## src/ddr_ctrl_config.svh

```systemverilog
`ifndef DDR_CTRL_CONFIG_SVH
`define DDR_CTRL_CONFIG_SVH

// data path
`define DDR_DATA_WIDTH 32
`define DDR_STRB_WIDTH 4

// AXI side works in bytes, the app port in words
`define DDR_ADDR_WIDTH 16
`define DDR_APP_ADDR_WIDTH 14

`define DDR_ID_WIDTH 4

// queue depths
`define DDR_CMD_DEPTH 4
`define DDR_RD_DEPTH 4  // read data and read tags

`endif

```

## src/ddr_axi_pkg.sv

```systemverilog
`include "ddr_ctrl_config.svh"

package ddr_axi_pkg;

    localparam logic [1:0] AXI_RESP_OKAY = 2'b00;

    // AW and AR share this layout
    typedef struct packed {
        logic [`DDR_ID_WIDTH-1:0]   id;
        logic [`DDR_ADDR_WIDTH-1:0] addr;
        logic [7:0]                 len;  // beats minus one
    } axi_addr_t;

    typedef struct packed {
        logic [`DDR_DATA_WIDTH-1:0] data;
        logic [`DDR_STRB_WIDTH-1:0] strb;
        logic                       last;
    } axi_w_t;

    typedef struct packed {
        logic [`DDR_ID_WIDTH-1:0] id;
        logic [1:0]               resp;
    } axi_b_t;

    typedef struct packed {
        logic [`DDR_ID_WIDTH-1:0]   id;
        logic [`DDR_DATA_WIDTH-1:0] data;
        logic [1:0]                 resp;
        logic                       last;
    } axi_r_t;

endpackage

```

## src/ddr_app_pkg.sv

```systemverilog
`include "ddr_ctrl_config.svh"

package ddr_app_pkg;

    // command codes on app_cmd
    typedef enum logic [2:0] {
        APP_WRITE = 3'b000,
        APP_READ  = 3'b001
    } app_op_t;

    // one beat waiting for the app port
    typedef struct packed {
        app_op_t                        op;
        logic [`DDR_ID_WIDTH-1:0]       id;
        logic                           last;
        logic [`DDR_APP_ADDR_WIDTH-1:0] addr;  // word address
        logic [`DDR_DATA_WIDTH-1:0]     data;  // zero for reads
        logic [`DDR_STRB_WIDTH-1:0]     strb;
    } cmd_entry_t;

    // what a returning read word has to be labelled with
    typedef struct packed {
        logic [`DDR_ID_WIDTH-1:0] id;
        logic                     last;
    } rd_tag_t;

endpackage

```

## src/ddr_sync_fifo.sv

```systemverilog
module ddr_sync_fifo #(
    parameter int WIDTH = 8,
    parameter int DEPTH = 4
) (
    input  logic                         clk_if,
    input  logic                         resetn,
    input  logic                         push,
    input  logic [WIDTH-1:0]             push_data,
    input  logic                         pop,
    output logic [WIDTH-1:0]             pop_data,
    output logic                         empty,
    output logic                         full,
    output logic [$clog2(DEPTH+1)-1:0]   count
);
    localparam int PTR_W = (DEPTH > 1) ? $clog2(DEPTH) : 1;
    localparam int CNT_W = $clog2(DEPTH + 1);

    logic [WIDTH-1:0] mem [DEPTH];
    logic [PTR_W-1:0] wr_ptr;
    logic [PTR_W-1:0] rd_ptr;
    logic             do_push;
    logic             do_pop;

    // wrap explicitly so DEPTH need not be a power of two
    function automatic logic [PTR_W-1:0] next_ptr(input logic [PTR_W-1:0] p);
        return (p == PTR_W'(DEPTH - 1)) ? '0 : p + 1'b1;
    endfunction

    assign do_push  = push && !full;
    assign do_pop   = pop && !empty;
    assign empty    = (count == '0);
    assign full     = (count == CNT_W'(DEPTH));
    assign pop_data = mem[rd_ptr];  // show-ahead

    always_ff @(posedge clk_if) begin
        if (do_push) begin
            mem[wr_ptr] <= push_data;
        end
    end

    always_ff @(posedge clk_if) begin
        if (!resetn) begin
            wr_ptr <= '0;
            rd_ptr <= '0;
            count  <= '0;
        end else begin
            if (do_push) wr_ptr <= next_ptr(wr_ptr);
            if (do_pop) rd_ptr <= next_ptr(rd_ptr);
            case ({do_push, do_pop})
                2'b10:   count <= count + 1'b1;
                2'b01:   count <= count - 1'b1;
                default: ;  // both or neither
            endcase
        end
    end

endmodule

```

## src/axi_beat_splitter.sv

```systemverilog
`include "ddr_ctrl_config.svh"

module axi_beat_splitter (
    input  logic                     clk_if,
    input  logic                     resetn,
    input  logic                     init_calib_complete,

    input  ddr_axi_pkg::axi_addr_t   s_aw,
    input  logic                     s_aw_valid,
    output logic                     s_aw_ready,
    input  ddr_axi_pkg::axi_w_t      s_w,
    input  logic                     s_w_valid,
    output logic                     s_w_ready,
    output ddr_axi_pkg::axi_b_t      s_b,
    output logic                     s_b_valid,
    input  logic                     s_b_ready,
    input  ddr_axi_pkg::axi_addr_t   s_ar,
    input  logic                     s_ar_valid,
    output logic                     s_ar_ready,

    output ddr_app_pkg::cmd_entry_t  cmd,
    output logic                     cmd_push,
    input  logic                     cmd_full
);
    localparam int BYTE_SHIFT = $clog2(`DDR_STRB_WIDTH);

    typedef enum logic [1:0] {
        S_IDLE,
        S_WRITE,
        S_READ,
        S_RESP
    } state_t;

    state_t                         state;
    logic                           last_wr;  // round-robin pointer
    logic [`DDR_ID_WIDTH-1:0]       burst_id;
    logic [`DDR_APP_ADDR_WIDTH-1:0] word_addr;
    logic [7:0]                     beats_left;
    ddr_axi_pkg::axi_addr_t         req;
    logic                           can_start;
    logic                           grant_wr;
    logic                           grant_rd;
    logic                           final_beat;

    // a write wins a tie unless the previous burst was one
    assign can_start  = init_calib_complete && (state == S_IDLE);
    assign grant_wr   = can_start && s_aw_valid && (!s_ar_valid || !last_wr);
    assign grant_rd   = can_start && s_ar_valid && !grant_wr;
    assign s_aw_ready = grant_wr;
    assign s_ar_ready = grant_rd;
    assign req        = grant_wr ? s_aw : s_ar;

    assign final_beat = (beats_left == 8'd0);
    assign s_w_ready  = (state == S_WRITE) && !cmd_full;
    assign cmd_push   = ((state == S_WRITE) && s_w_valid && !cmd_full)
                      || ((state == S_READ) && !cmd_full);

    always_comb begin
        cmd.op   = (state == S_WRITE) ? ddr_app_pkg::APP_WRITE : ddr_app_pkg::APP_READ;
        cmd.id   = burst_id;
        cmd.last = final_beat;
        cmd.addr = word_addr;
        cmd.data = (state == S_WRITE) ? s_w.data : '0;
        cmd.strb = (state == S_WRITE) ? s_w.strb : '0;
    end

    // posted write, answered once the last beat is queued
    assign s_b_valid = (state == S_RESP);
    assign s_b.id    = burst_id;
    assign s_b.resp  = ddr_axi_pkg::AXI_RESP_OKAY;

    always_ff @(posedge clk_if) begin
        if (!resetn) begin
            state   <= S_IDLE;
            last_wr <= 1'b0;
        end else begin
            case (state)
                S_IDLE: begin
                    if (grant_wr) begin
                        state   <= S_WRITE;
                        last_wr <= 1'b1;
                    end else if (grant_rd) begin
                        state   <= S_READ;
                        last_wr <= 1'b0;
                    end
                end
                S_WRITE: if (cmd_push && final_beat) state <= S_RESP;
                S_READ:  if (cmd_push && final_beat) state <= S_IDLE;
                S_RESP:  if (s_b_ready) state <= S_IDLE;
                default: state <= S_IDLE;
            endcase
        end
    end

    // burst bookkeeping, word address steps once per beat
    always_ff @(posedge clk_if) begin
        if (grant_wr || grant_rd) begin
            burst_id   <= req.id;
            word_addr  <= req.addr[`DDR_ADDR_WIDTH-1:BYTE_SHIFT];
            beats_left <= req.len;
        end else if (cmd_push) begin
            word_addr  <= word_addr + 1'b1;
            beats_left <= beats_left - 1'b1;
        end
    end

endmodule

```

## src/ddr_app_sequencer.sv

```systemverilog
`include "ddr_ctrl_config.svh"

module ddr_app_sequencer (
    input  logic                                 clk_if,
    input  logic                                 resetn,
    input  logic                                 init_calib_complete,

    input  ddr_app_pkg::cmd_entry_t              cmd,
    input  logic                                 cmd_empty,
    output logic                                 cmd_pop,
    output ddr_app_pkg::rd_tag_t                 tag,
    output logic                                 tag_push,
    input  logic [$clog2(`DDR_RD_DEPTH+1)-1:0]   rd_count,

    output logic                                 app_cmd_en,
    output ddr_app_pkg::app_op_t                 app_cmd,
    output logic [`DDR_APP_ADDR_WIDTH-1:0]       app_addr,
    input  logic                                 app_cmd_rdy,
    output logic                                 app_wdf_wren,
    output logic [`DDR_DATA_WIDTH-1:0]           app_wdf_data,
    output logic [`DDR_STRB_WIDTH-1:0]           app_wdf_mask,
    input  logic                                 app_wdf_rdy,
    input  logic                                 app_rd_data_valid
);
    localparam int RD_DEPTH = `DDR_RD_DEPTH;
    localparam int CW       = $clog2(RD_DEPTH + 1);

    typedef enum logic {
        S_IDLE,
        S_ISSUE
    } state_t;

    state_t        state;
    logic [CW-1:0] rd_outstanding;
    logic          is_read;
    logic          rd_credit;
    logic          start;
    logic          cmd_done;
    logic          wdf_done;
    logic          rd_accept;

    // reads in flight plus words already buffered must fit the response FIFO
    assign is_read   = (cmd.op == ddr_app_pkg::APP_READ);
    assign rd_credit = (int'(rd_outstanding) + int'(rd_count)) < RD_DEPTH;
    assign start     = (state == S_IDLE) && init_calib_complete && !cmd_empty
                     && (!is_read || rd_credit);

    assign cmd_done  = !app_cmd_en || app_cmd_rdy;
    assign wdf_done  = !app_wdf_wren || app_wdf_rdy;
    assign cmd_pop   = (state == S_ISSUE) && cmd_done && wdf_done;

    // head entry is still in place when the read is accepted
    assign rd_accept = app_cmd_en && app_cmd_rdy && (app_cmd == ddr_app_pkg::APP_READ);
    assign tag_push  = rd_accept;
    assign tag.id    = cmd.id;
    assign tag.last  = cmd.last;

    always_ff @(posedge clk_if) begin
        if (!resetn) begin
            state          <= S_IDLE;
            app_cmd_en     <= 1'b0;
            app_wdf_wren   <= 1'b0;
            rd_outstanding <= '0;
        end else begin
            case (state)
                S_IDLE: begin
                    if (start) begin
                        state        <= S_ISSUE;
                        app_cmd_en   <= 1'b1;
                        app_wdf_wren <= !is_read;
                    end
                end
                S_ISSUE: begin
                    // each strobe drops on its own ready
                    if (app_cmd_rdy) app_cmd_en <= 1'b0;
                    if (app_wdf_rdy) app_wdf_wren <= 1'b0;
                    if (cmd_pop) state <= S_IDLE;
                end
                default: state <= S_IDLE;
            endcase

            case ({rd_accept, app_rd_data_valid})
                2'b10:   rd_outstanding <= rd_outstanding + 1'b1;
                2'b01:   rd_outstanding <= rd_outstanding - 1'b1;
                default: ;
            endcase
        end
    end

    always_ff @(posedge clk_if) begin
        if (start) begin
            app_cmd      <= cmd.op;
            app_addr     <= cmd.addr;
            app_wdf_data <= cmd.data;
            app_wdf_mask <= ~cmd.strb;  // mask bit set means keep the byte
        end
    end

endmodule

```

## src/ddr_ctrl_top.sv

```systemverilog
`include "ddr_ctrl_config.svh"

module ddr_ctrl_top (
    input  logic                            clk_if,
    input  logic                            resetn,
    input  logic                            init_calib_complete,

    input  ddr_axi_pkg::axi_addr_t          s_aw,
    input  logic                            s_aw_valid,
    output logic                            s_aw_ready,
    input  ddr_axi_pkg::axi_w_t             s_w,
    input  logic                            s_w_valid,
    output logic                            s_w_ready,
    output ddr_axi_pkg::axi_b_t             s_b,
    output logic                            s_b_valid,
    input  logic                            s_b_ready,
    input  ddr_axi_pkg::axi_addr_t          s_ar,
    input  logic                            s_ar_valid,
    output logic                            s_ar_ready,
    output ddr_axi_pkg::axi_r_t             s_r,
    output logic                            s_r_valid,
    input  logic                            s_r_ready,

    output logic                            app_cmd_en,
    output logic [2:0]                      app_cmd,
    output logic [`DDR_APP_ADDR_WIDTH-1:0]  app_addr,
    input  logic                            app_cmd_rdy,
    output logic                            app_wdf_wren,
    output logic [`DDR_DATA_WIDTH-1:0]      app_wdf_data,
    output logic [`DDR_STRB_WIDTH-1:0]      app_wdf_mask,
    input  logic                            app_wdf_rdy,
    input  logic [`DDR_DATA_WIDTH-1:0]      app_rd_data,
    input  logic                            app_rd_data_valid
);
    localparam int RD_CW = $clog2(`DDR_RD_DEPTH + 1);

    ddr_app_pkg::cmd_entry_t    cmd_in;
    ddr_app_pkg::cmd_entry_t    cmd_head;
    logic                       cmd_push;
    logic                       cmd_pop;
    logic                       cmd_full;
    logic                       cmd_empty;
    ddr_app_pkg::rd_tag_t       tag_in;
    ddr_app_pkg::rd_tag_t       tag_head;
    logic                       tag_push;
    logic                       tag_empty;
    logic [`DDR_DATA_WIDTH-1:0] rd_data_head;
    logic                       rd_data_empty;
    logic [RD_CW-1:0]           rd_count;
    logic                       r_pop;

    axi_beat_splitter u_splitter (
        .clk_if, .resetn, .init_calib_complete,
        .s_aw, .s_aw_valid, .s_aw_ready,
        .s_w, .s_w_valid, .s_w_ready,
        .s_b, .s_b_valid, .s_b_ready,
        .s_ar, .s_ar_valid, .s_ar_ready,
        .cmd(cmd_in), .cmd_push, .cmd_full
    );

    ddr_sync_fifo #(.WIDTH($bits(ddr_app_pkg::cmd_entry_t)), .DEPTH(`DDR_CMD_DEPTH)) u_cmd_fifo (
        .clk_if, .resetn,
        .push(cmd_push), .push_data(cmd_in),
        .pop(cmd_pop), .pop_data(cmd_head),
        .empty(cmd_empty), .full(cmd_full), .count()
    );

    ddr_app_sequencer u_sequencer (
        .clk_if, .resetn, .init_calib_complete,
        .cmd(cmd_head), .cmd_empty, .cmd_pop,
        .tag(tag_in), .tag_push, .rd_count,
        .app_cmd_en, .app_cmd, .app_addr, .app_cmd_rdy,
        .app_wdf_wren, .app_wdf_data, .app_wdf_mask, .app_wdf_rdy,
        .app_rd_data_valid
    );

    // tags and data fill in the same order, so the heads always pair up
    ddr_sync_fifo #(.WIDTH($bits(ddr_app_pkg::rd_tag_t)), .DEPTH(`DDR_RD_DEPTH)) u_tag_fifo (
        .clk_if, .resetn,
        .push(tag_push), .push_data(tag_in),
        .pop(r_pop), .pop_data(tag_head),
        .empty(tag_empty), .full(), .count()
    );

    ddr_sync_fifo #(.WIDTH(`DDR_DATA_WIDTH), .DEPTH(`DDR_RD_DEPTH)) u_rd_fifo (
        .clk_if, .resetn,
        .push(app_rd_data_valid), .push_data(app_rd_data),  // credit keeps this from overflowing
        .pop(r_pop), .pop_data(rd_data_head),
        .empty(rd_data_empty), .full(), .count(rd_count)
    );

    assign s_r_valid = !tag_empty && !rd_data_empty;
    assign r_pop     = s_r_valid && s_r_ready;

    always_comb begin
        s_r.id   = tag_head.id;
        s_r.data = rd_data_head;
        s_r.resp = ddr_axi_pkg::AXI_RESP_OKAY;
        s_r.last = tag_head.last;
    end

endmodule

```

## config.mk

```make
export PLATFORM = sky130hd
export DESIGN_NAME = ddr_ctrl_top
export DESIGN_NICKNAME = d
export VERILOG_FILES = /design/src/ddr_axi_pkg.sv /design/src/ddr_app_pkg.sv /design/src/ddr_sync_fifo.sv /design/src/axi_beat_splitter.sv /design/src/ddr_app_sequencer.sv /design/src/ddr_ctrl_top.sv
export VERILOG_INCLUDE_DIRS = /design/src /design/src/src
export SDC_FILE = /design/constraint.sdc
export NUM_CORES = 1
export LEC_CHECK = 0
export BUFFER_PORTS_ARGS = -buffer_cell sky130_fd_sc_hd__buf_2
export CAP_MARGIN = 30
export CORE_MARGIN = 5
export CORE_UTILIZATION = 50
export DETAILED_ROUTE_END_ITERATION = 8
export PLACE_DENSITY = 0.7
export SYNTH_ARGS = -nofsm -noshare
export SYNTH_HDL_FRONTEND = slang
export SYNTH_SLANG_ARGS = --single-unit
```

## constraint.sdc

```tcl
create_clock -name clk_if -period 12.15 [get_ports clk_if]
set_clock_uncertainty 0.1 [all_clocks]
set_input_delay 1.8225 -clock clk_if [delete_from_list [all_inputs] [get_ports clk_if]]
set_output_delay 1.8225 -clock clk_if [all_outputs]
set_load 0.03 [all_outputs]
```

==> results_dict.tcl <==
set metrics [dict create \
    outcome "complete, no violations" \
    ys.flop_type "edfxtp_1" \
    rsz0062_at_grt "no" \
    vias_per_cell 5.417 \
    wl_per_cell_um 20.84 \
    synth_top_area_frac 0.7189 \
    combPwrFrac 0.128 \
    ys_top_cells_by_area "edfxtp_1 (72%), mux4_2 (11%), dfxtp_1 (3.8%)" \
    vias 9284 \
    preCtsSetupSlack_ns 7.011 \
    fin_crit_sh 0.4228 \
    avgSynthCellArea_um2 19.76 \
    io_buffer_count 229 \
    grt_max_degree 57 \
    io_pins 241 \
    num-nets-final 1366 \
    yosysMostFrequentCell "edfxtp_1" \
    drt-pass1-iter-count 7 \
    power_density_mw_per_mm2 187.8 \
    synth_common_cells "edfxtp_1 (449), mux4_2 (93), and2_1 (58)" \
    synth_cells 949 \
    path_clk_slew_ns 0.06 \
    die-area_mm2 0.04148 \
    yosys_warnings 0 \
    ctsHoldBuffers 0 \
    final_antenna_net_count 0 \
    area_growth_pct 16.88 \
    core_area_mm2 0.03731 \
    htree_levels 2 \
    hpwl_um 21860 \
    cts_buffers 48 \
    max-vdd-ir-drop_uv 115.5 \
    grt_pass1_vias 9773 \
    drive_above_1_share 0.3349 \
    setup_viol 0 \
    cp_common_cell "buf_2" \
    die_h_um 203.7 \
    finalHoldViolations 0 \
    final_max_slew_viol_count 0 \
    crit_arrival_ns 3.21 \
    gp_congestion 0.7645 \
    grt_antenna_before_repair 0 \
    synth-seq-area-share 0.7574 \
    reg2regPathDepth 4 \
    timing.hold.worst.start "u_tag_fifo.rd_ptr[1]$_SDFFE_PN0N_" \
    swShare 0.2473 \
    cts.path.max_buffers 3 \
    async_reset_ff_frac 0 \
    cap_violations 0 \
    required_ns 10.23 \
    cp_max_fo 21 \
    routed_wl_um 35730 \
    yosysTopAreaCell "edfxtp_1" \
    grt_usage 0.1730 \
    drcViolationCount 0 \
    crit_chain "buf_2 > nor3b_1 > and3_1 > buf_2" \
    cts_setup_buffers 0 \
    root_buffer "clkbuf_16" \
    fp.dieW_um 203.7 \
    numClockSinks 485 \
    grt_pass1_wl_um 55240 \
    drtIter0Drc 523 \
    setup_ws_ns 7.013 \
    slew_headroom 0.3100 \
    rows 71 \
    netlist_area_mm2 0.01875 \
    hold_path_class "flop to flop" \
    critical_path_class "input pin to output pin" \
    cp_slowest_stage_delay_ns 0.64 \
    start_util 0.5026 \
    yosysUniqueCellTypes 47 \
    endpoint_kind "output pin" \
    worstMarginPinSlew_ns 1.034 \
    grt_overflow 0 \
    finalSetupTns_ns 0 \
    clock_power_share 0.341 \
    tritoncts "done" \
    leakage_nw 7.576 \
    r2r_slack_ns 9.27 \
    p_int_mw 3.099 \
    p_switching_mw 1.018 \
    synth-edff-count 449 \
    crit_slowest_cell "and3_1" \
    startpoint_type "input pin" \
    max_freq_mhz 194.7 \
    p_seq_frac 0.530 \
    ctsResizeCount 0 \
    r2r_end "u_sequencer.app_wdf_data[22]$_DFFE_PP_" \
    hold_slack_ns 0.3957 \
    n_fill_cell 2772 \
    clk_latency_ns 0.56 \
    min_period_ns 5.137 \
    holdPathStages 2 \
    ys_seq_elements 485 \
]
## per-layer routing
layer | wire length [um] | vias to the layer above | GRT usage
li1 | - | 4238 | -
met1 | 15010 | 4765 | 0.2332
met2 | 18200 | 243 | 0.2965
met3 | 1967 | 38 | 0.03069
met4 | 542 | 0 | 0.04360
met5 | 0 | - | 0
## logic make-up after synthesis
kind of cell,count (synthesis),synth area share
DFF,485,0.7574
and+or+nand+nor,148,0.04530
muxes,109,0.1205
buffers and inverters,83,0.01955
AOI/OAI and AO/OA,70,0.02515
adders and majority gates,28,0.02028
xor gates and xnor gates,25,0.01168
other,1,0.0002000
## sequential cells by signal, summed over array words and instances, names as in the netlist, 8 cells and up, named ones only
signal / cells
u_cmd_fifo.mem: 224
u_rd_fifo.mem: 128
u_sequencer.app_addr: 14
u_sequencer.app_wdf_data: 32
u_splitter.beats_left: 8
u_splitter.word_addr: 14
u_tag_fifo.mem: 20
## how the worst max path moves through the flow
stage,start,to,slack [ns],cells after the start
2_1_floorplan,init_calib_complete,u_sequencer.app_addr[0]$_DFFE_PP_,7.07,2
3_3_place_gp,init_calib_complete,s_ar_ready,7.05,4
4_1_cts,init_calib_complete,s_ar_ready,7.00,4
5_1_grt,init_calib_complete,s_ar_ready,6.87,4
6_report,init_calib_complete,s_ar_ready,7.01,4
3_5_place_dp,init_calib_complete,s_ar_ready,7.01,4
## metrics by stage
stage               std cells    util  power (mW)  instance area, um2
finish                   1714  0.5875       4.118               21920
global route             1713  0.5874       4.300               21920
CTS                      1713  0.5874       4.172               21920
detailed placement       1626  0.5473       2.755               20420
global placement         1626  0.5473       2.732               20420
floorplan                 954       -       2.562               18770
## layout make-up
cell class              count  area, um2  share of cell area
diodes                      1      2.502           0.0001142
flip-flops and latches    485      14210              0.6483
inverters                  38      142.6            0.006507
multi-input cells         386       4222              0.1926
clock buffers              69       1330             0.06068
well taps                 474      593.1             0.02706
repair buffers            243       1251             0.05708
clock inverters            18      168.9            0.007706
## placed cells by master, fill, tap and decap left out, drive strengths merged, types with 2 or more instances in the layout
master and count:
edfxtp 449, buf 243, mux4 93, clkbuf 69, and2 58, inv 39
dfxtp 36, ha 24, o21ai 23, nand2 20, xnor2 16, nor2 14
a22oi 14, clkinv 14, mux2i 12, or3 11, a21boi 11, xor2 9
nand3 8, nor2b 8, conb 6, nand2b 5, nor3 5, a21oi 5
mux2 4, a221o 4, fa 4, and3 4, nor3b 3, nand4 3
nor4 3, o21a 3, bufinv 3, nand3b 2, a31oi 2, o211a 2
or4 2, or4b 2
## critical path: cells and delay by family
kind	cells	cell delay, ns
and+or+nand+nor	2	0.93
buffers and inverters	2	0.46
## power groups by stage
stage | logic [mW] | registers [mW] | clock network (mW)
floorplan | 0.316 | 2.25 | 0
finish | 0.528 | 2.18 | 1.41
detailed placement | 0.535 | 2.22 | 0
global placement | 0.523 | 2.21 | 0
global route | 0.576 | 2.20 | 1.52
CTS | 0.538 | 2.19 | 1.45
No activity file was read; power rests on OpenSTA's default activity.
